**src/verilog/sram_params.svh**
```systemverilog
// ####################################################################
// Bus and memory size macros for the half-width SRAM controller
// AHB side is 32 bits wide, the SRAM side carries one halfword
// ####################################################################

`ifndef SRAM_PARAMS_SVH
`define SRAM_PARAMS_SVH

// AHB bus widths
`define SRAM_W_DATA 32
`define SRAM_W_ADDR 32

// SRAM geometry, depth counted in halfwords
`define SRAM_DEPTH 2048
`define SRAM_W_SRAM_ADDR 11

// SRAM data pins carry half an AHB word
`define SRAM_W_SRAM_DATA (`SRAM_W_DATA / 2)

`endif

```
**src/verilog/ahb_pkg.sv**
```systemverilog
// ####################################################################
// AHB-Lite side types: address, data word, HTRANS and HSIZE codes
// ####################################################################

`include "sram_params.svh"

package ahb_pkg;

	typedef logic [`SRAM_W_ADDR-1:0] ahb_addr_t;
	typedef logic [`SRAM_W_DATA-1:0] ahb_data_t;

	// Transfer type, bit 1 set means an active transfer
	typedef enum logic [1:0] {
		HTRANS_IDLE   = 2'b00,
		HTRANS_BUSY   = 2'b01,
		HTRANS_NONSEQ = 2'b10,
		HTRANS_SEQ    = 2'b11
	} ahb_trans_e;

	// Transfer size, only up to the bus width
	typedef enum logic [2:0] {
		HSIZE_BYTE = 3'b000,
		HSIZE_HALF = 3'b001,
		HSIZE_WORD = 3'b010
	} ahb_size_e;

endpackage

```
**src/verilog/sram_pkg.sv**
```systemverilog
// ####################################################################
// SRAM side types and the access controller state encoding
// ####################################################################

`include "sram_params.svh"

package sram_pkg;

	// Halfword address at the SRAM pins
	typedef logic [`SRAM_W_SRAM_ADDR-1:0] sram_addr_t;

	// One halfword on the data pins
	typedef logic [`SRAM_W_SRAM_DATA-1:0] sram_data_t;

	// Active-low byte strobes, bit 0 is the low byte
	typedef logic [`SRAM_W_SRAM_DATA/8-1:0] sram_byte_t;

	// State names the current data phase
	typedef enum logic [1:0] {
		ST_IDLE    = 2'b00,
		ST_SHORT   = 2'b01,
		ST_WORD_LO = 2'b10,
		ST_WORD_HI = 2'b11
	} sram_state_e;

endpackage

```
**src/verilog/sram_access_fsm.sv**
```systemverilog
// ####################################################################
// AHB address phase decode and SRAM control sequencing
// Byte and halfword transfers take one SRAM cycle, words take two
// with the low halfword first and a wait state on the bus
// ####################################################################

`include "sram_params.svh"

module sram_access_fsm (
	input  logic                 clk,
	input  logic                 rst_n,
	input  logic                 hready,
	input  ahb_pkg::ahb_addr_t   haddr,
	input  ahb_pkg::ahb_trans_e  htrans,
	input  ahb_pkg::ahb_size_e   hsize,
	input  logic                 hwrite,
	output logic                 hready_resp,
	output sram_pkg::sram_addr_t sram_addr,
	output logic                 sram_ce_n,
	output logic                 sram_oe_n,
	output sram_pkg::sram_byte_t sram_byte_n,
	output logic                 write_next,
	output logic                 capture_lo,
	output logic                 word_phase
);

	import ahb_pkg::*;
	import sram_pkg::*;

	sram_state_e state;
	sram_byte_t  byte_dec;
	logic        aphase_valid;
	logic        aphase_word;

	assign aphase_valid = hready && (htrans == HTRANS_NONSEQ || htrans == HTRANS_SEQ);
	assign aphase_word = (hsize == HSIZE_WORD);

	// Byte strobes for the addressed lanes of the selected halfword
	always_comb begin
		case (hsize)
			HSIZE_BYTE: byte_dec = haddr[0] ? 2'b01 : 2'b10;
			default:    byte_dec = 2'b00;
		endcase
	end

	// Low half of a word read sits on the pins during WORD_LO
	assign capture_lo = (state == ST_WORD_LO);

	// New write, or second half of a word write (oe_n high with ce_n low)
	assign write_next = (aphase_valid && hwrite) ||
		(state == ST_WORD_LO && sram_oe_n);

	always_ff @(posedge clk or negedge rst_n) begin
		if (!rst_n) begin
			state <= ST_IDLE;
			sram_addr <= '0;
			sram_ce_n <= 1'b1;
			sram_oe_n <= 1'b1;
			sram_byte_n <= '1;
			hready_resp <= 1'b1;
			word_phase <= 1'b0;
		end else if (hready) begin
			if (aphase_valid) begin
				state <= aphase_word ? ST_WORD_LO : ST_SHORT;
				sram_addr <= haddr[1 +: `SRAM_W_SRAM_ADDR];
				sram_ce_n <= 1'b0;
				sram_oe_n <= hwrite;
				sram_byte_n <= byte_dec;
				hready_resp <= !aphase_word;
				word_phase <= aphase_word;
			end else begin
				// Idle or busy, park the SRAM
				state <= ST_IDLE;
				sram_ce_n <= 1'b1;
				sram_oe_n <= 1'b1;
				sram_byte_n <= '1;
				hready_resp <= 1'b1;
				word_phase <= 1'b0;
			end
		end else if (state == ST_WORD_LO) begin
			// Move on to the odd halfword and release the bus next cycle
			state <= ST_WORD_HI;
			sram_addr[0] <= 1'b1;
			hready_resp <= 1'b1;
		end
	end

endmodule

```
**config.mk**
```make
export PLATFORM = sky130hd
export DESIGN_NAME = sram_access_fsm
export DESIGN_NICKNAME = d
export VERILOG_FILES = /design/src/verilog/ahb_pkg.sv /design/src/verilog/sram_pkg.sv /design/src/verilog/sram_access_fsm.sv
export VERILOG_INCLUDE_DIRS = /design/src /design/src/verilog
export SDC_FILE = /design/constraint.sdc
export NUM_CORES = 1
export LEC_CHECK = 0
export BUFFER_PORTS_ARGS = -buffer_cell sky130_fd_sc_hd__buf_2
export CORE_UTILIZATION = 38
export DETAILED_ROUTE_END_ITERATION = 8
export PLACE_DENSITY = 0.82
export SLEW_MARGIN = 15
export SYNTH_ARGS = -nofsm -noshare
export SYNTH_HDL_FRONTEND = slang
export SYNTH_SLANG_ARGS = --single-unit
```
**constraint.sdc**
```tcl
create_clock -name clk -period 1.2 [get_ports clk]
set_input_delay 0.24 -clock clk [delete_from_list [all_inputs] [get_ports clk]]
set_output_delay 0.24 -clock clk [all_outputs]
set_load 0.03 [all_outputs]
```
Word level (Yosys, flattened, before mapping)
Cells that the tools add are included.
- input bits: 41
- logic and storage cells: 38
- register bits: 19
- reductions and logical operators: 10
- multiplexer cells: 15
- eq/ne operators: 5
- operators by type and width (cell ; count):
    2-to-1 mux 2 bit ; 7
    2-to-1 mux 1 bit ; 8
    equality test 2 bit, second input constant ; 3
    AND reduction 2 bit ; 2
    equality test 3 x 2 -> 1 bit, second input constant ; 1
    logical AND 1 bit ; 3
    logical NOT 3 bit ; 1
    logical OR 1 bit ; 2
    != test 2 x 1 -> 1 bit, second input constant ; 1
    nonzero test 2 bit ; 1
    logical NOT 1 bit ; 1

Logic depth before layout (Yosys ltp)
- word-level depth: 5
- mapped depth: 4
- depth with buffers taken out: 2

Least setup slack after synthesis
No wires, ideal clock.
- path kind: register -> output
- from: reg state[1]
- to: out write_next
- stages on the path, launching flop included: 3
- setup slack: -0.354 ns
- data arrival time: 1.314 ns
- required time: 0.960 ns
- path buffers: 0
- path through: dfrtp_1 > nor2b_1 > a32o_1
- longest elaborated chain between the ends: 3
- RTL lines (element ; RTL line ; RTL):
    from (decl) ; sram_access_fsm.sv:30 ; sram_state_e state;
    from (signal assigned) ; sram_access_fsm.sv:64 ; state <= aphase_word ? ST_WORD_LO : ST_SHORT;
    equality test 2 bit ; n/a ;
    via capture_lo ; sram_access_fsm.sv:23 ; output logic capture_lo,
    logical AND 1 bit ; sram_access_fsm.sv:51 ; (state == ST_WORD_LO && sram_oe_n);
    logical OR 1 bit ; sram_access_fsm.sv:50 ; assign write_next = (aphase_valid && hwrite) ||
    to (decl) ; sram_access_fsm.sv:22 ; output logic write_next,
The timed path passes the listed nets, and every way through them passes these cells.

Worst setup path in the final report
- from: reg state[1]
- to: out write_next
- longest elaborated chain between the ends: 3
- RTL lines (element ; RTL line):
    equality test 2 bit ; sram_access_fsm.sv:51
    logical AND 1 bit ; sram_access_fsm.sv:51
    logical OR 1 bit ; sram_access_fsm.sv:50
No other way between the ends.

==> metrics.md <==
| Metric | Value |
|---|---|
| IO Count | `60` |
| Worst r2r path cells | `3` |
| P_int | `1.02 mW` |
| Combinational Power Share | `0.279` |
| Leak | `0.530 nW` |
| Fraction of registers with async set/reset | `1.00` |
| H-tree level count | `1` |
| Mapped Area | `778 sq um` |
| Dominant synthesized flop cell | `dfrtp_1` |
| Nets | `137` |
| Top cells by area, synth | `dfrtp_1, dfstp_2, mux2_2, mux2_4, o22a_1` |
| CTS buffer count | `3` |
| Fmax | `710 MHz` |
| Cell taking the most area after synthesis | `dfrtp_1` |
| Sequential area share after synthesis | `0.619` |
| Final Instance Area | `1090 sq um` |
| Slack of the critical path | `-209 ps` |
| Clock Tree Buf Depth | `2` |
| Die Footprint | `2230 sq um` |
| GPL Wtd Cong | `0.681` |
| CTS tree | `done` |
| RSZ-0062 raised after global routing | `true` |
| Worst rel slew slack | `0.738` |
| Area Growth Syn to Fin | `40.2%` |
| Gr usage total | `0.164` |
| Clk sinks | `19` |
| Share of layout cells above drive strength 1 | `0.653` |
| Initial Util | `0.401` |
| Layout Skew | `3.09 ps` |
| Routed Wire Length | `1640 um` |
| Synth warn | `0` |
| Dpl hpwl | `1140 um` |
| Drt initial violations | `5` |
| Hold depth | `2` |
| Critical path peak fanout | `2` |
| First-pass GRT wire length | `2530 um` |
| Number of max-cap violations | `0` |
| Sequential share of power | `0.516` |
| Synth unique cells | `22` |
| Ant. Diodes | `0` |
| Initial antenna violation count | `0` |
| Root buffer cell | `clkbuf_4` |
| Min Tclk post-route | `1410 ps` |
| WS Path Type | `flip-flop to output pin` |
| Clock transition at path regs | `100 ps` |
| Clock Power Share | `0.205` |
| Vias in the first global route | `588` |
| Max-slew violation count | `0` |
| Hold Vio Cnt, Final | `0` |
| Reg area | `482 sq um` |
| PD cells | `1370 nW/um^2` |
| Period utilization | `1.17` |
| Yosys reg bits | `19` |
| Failing checks | `setup timing` |
| HP Class | `input port to flip-flop` |
| Status | `finished with violations` |
| Port bufs | `38` |
| CP arrival | `1170 ps` |
| Cell count after synthesis | `51` |
| Die Ht | `47.3 um` |
| Placed Cells | `115` |
| CP startpoint kind | `flip-flop` |
| Worst-Margin Slew | `393 ps` |
| Placement Cell Area | `996 sq um` |
| Share of the synthesized area in the top cell type | `0.450` |
| Sw power | `0.467 mW` |
| CP required | `960 ps` |
| Switch share | `0.314` |
| Number of synthesized flops with an enable pin | `0` |
| Peak VDD IR | `0.00104 V` |
| Vias | `597` |
| Commonest non-fill, non-tap cell in the layout | `buf_2` |
| Layout Cells excl Fill | `122` |
| Number of cell rows | `16` |
| Largest net degree at the start of global routing | `20` |
| Commonest cells after routing, fill and taps aside | `buf_2, dfrtp_1, mux2_2` |
| CORE AREA | `1940 sq um` |
| Die X | `47.3 um` |
| Fillers | `163` |
| Syn_nets | `92` |
| Setup violators final | `7` |
| Fin Setup TNS | `-387 ps` |
| Vias per cell | `4.89` |
| DRC viols | `0` |
| Post-DR wirelength/cell | `13.4 um` |
| DRT Pass-1 Iters | `2` |
| Syn Area/Cell | `15.3 sq um` |
| Total grt overflow | `0` |
| Area of the multi-input gates | `279 sq um` |
| DRT antenna net count | `0` |
| CP Capture Type | `output pin` |
| Worst-skew pair later-pin latency | `280 ps` |
## Yosys cell counts, drive strengths merged (2+ instances only)
master and instances:
o2bb2ai 2, dfstp 5, mux2 10, dfrtp 14, buf 2, o22a 3
## per-layer routing
layer	share of wire	global-route usage	routed length (um)
met3	0.050	0.0346	82
met4	0	0.0514	0
met1	0.42	0.196	682
met2	0.53	0.293	871
met5	0	0	0
## flip-flops by register name, indices dropped and copies added (netlist names)
name and flops:
sram_addr 11, sram_ce_n 1, sram_oe_n 1, hready_resp 1, sram_byte_n 2, state 2, word_phase 1
## worst max-delay path: stages, from the launching register on
cell     delay (ps)
dfrtp_1         390
nor2b_4         130
a32o_2          220
buf_6           140
## path summary, 6_finish.rpt
check                        startpoint      endpoint  slack (ps)
min in group asynchronous         rst_n  sram_addr[7]         410
max in group asynchronous         rst_n     sram_oe_n         470
setup reg to reg               state[1]  sram_addr[0]          90
hold / removal                 haddr[9]  sram_addr[8]         180
hold reg to reg            sram_addr[8]  sram_addr[8]         510
setup / recovery               state[1]    write_next        -210
## area by class of cell
cell class | count | area share
timing repair buffer | 42 | 0.244
clock buffer | 4 | 0.0241
sequential | 19 | 0.442
inverter | 1 | 0.00344
multi-input combinational | 29 | 0.256
tap | 27 | 0.0310
## logic make-up (layout without fill, tap and decap cells)
| logic type | after synthesis | in the layout | synth area share |
|---|---|---|---|
| AO/OA/AOI/OAI | 10 | 10 | 0.109 |
| buffers and inverters | 3 | 47 | 0.0338 |
| flip-flops | 19 | 19 | 0.619 |
| multiplexers | 10 | 10 | 0.154 |
| AND/OR/NAND/NOR | 9 | 9 | 0.0836 |
## timing repair
| action | CTS | global route |
|---|---|---|
| gates resized for setup | 14 | 0 |
| pin swaps | 1 | 0 |
| buffers inserted | 1 | 1 |
| endpoints found under the setup margin | 7 | 7 |
| endpoints found under the hold margin | 14 | 0 |
| hold buffers | 1 | 0 |
## power by group through the flow
stage          logic (mW)  clock network (mW)  registers, mW
3_5_place_dp        0.390                   0          0.775
6_report            0.416               0.306          0.768
3_3_place_gp        0.381                   0          0.770
4_1_cts             0.415               0.312          0.768
2_1_floorplan       0.114                   0          0.917
5_1_grt             0.445               0.350          0.777
## stage by stage
stage	worst slack, ps	utilization	total power, mW	hold slack (ps)
after global routing	-236	0.562	1.57	166
after detailed placement	45.6	0.513	1.16	188
after floorplan	52.5	-	1.03	-55.6
after CTS	-207	0.558	1.50	170
final	-209	0.562	1.49	178
after global placement	66.3	0.513	1.15	184
Power figures use the tool's default switching activity.
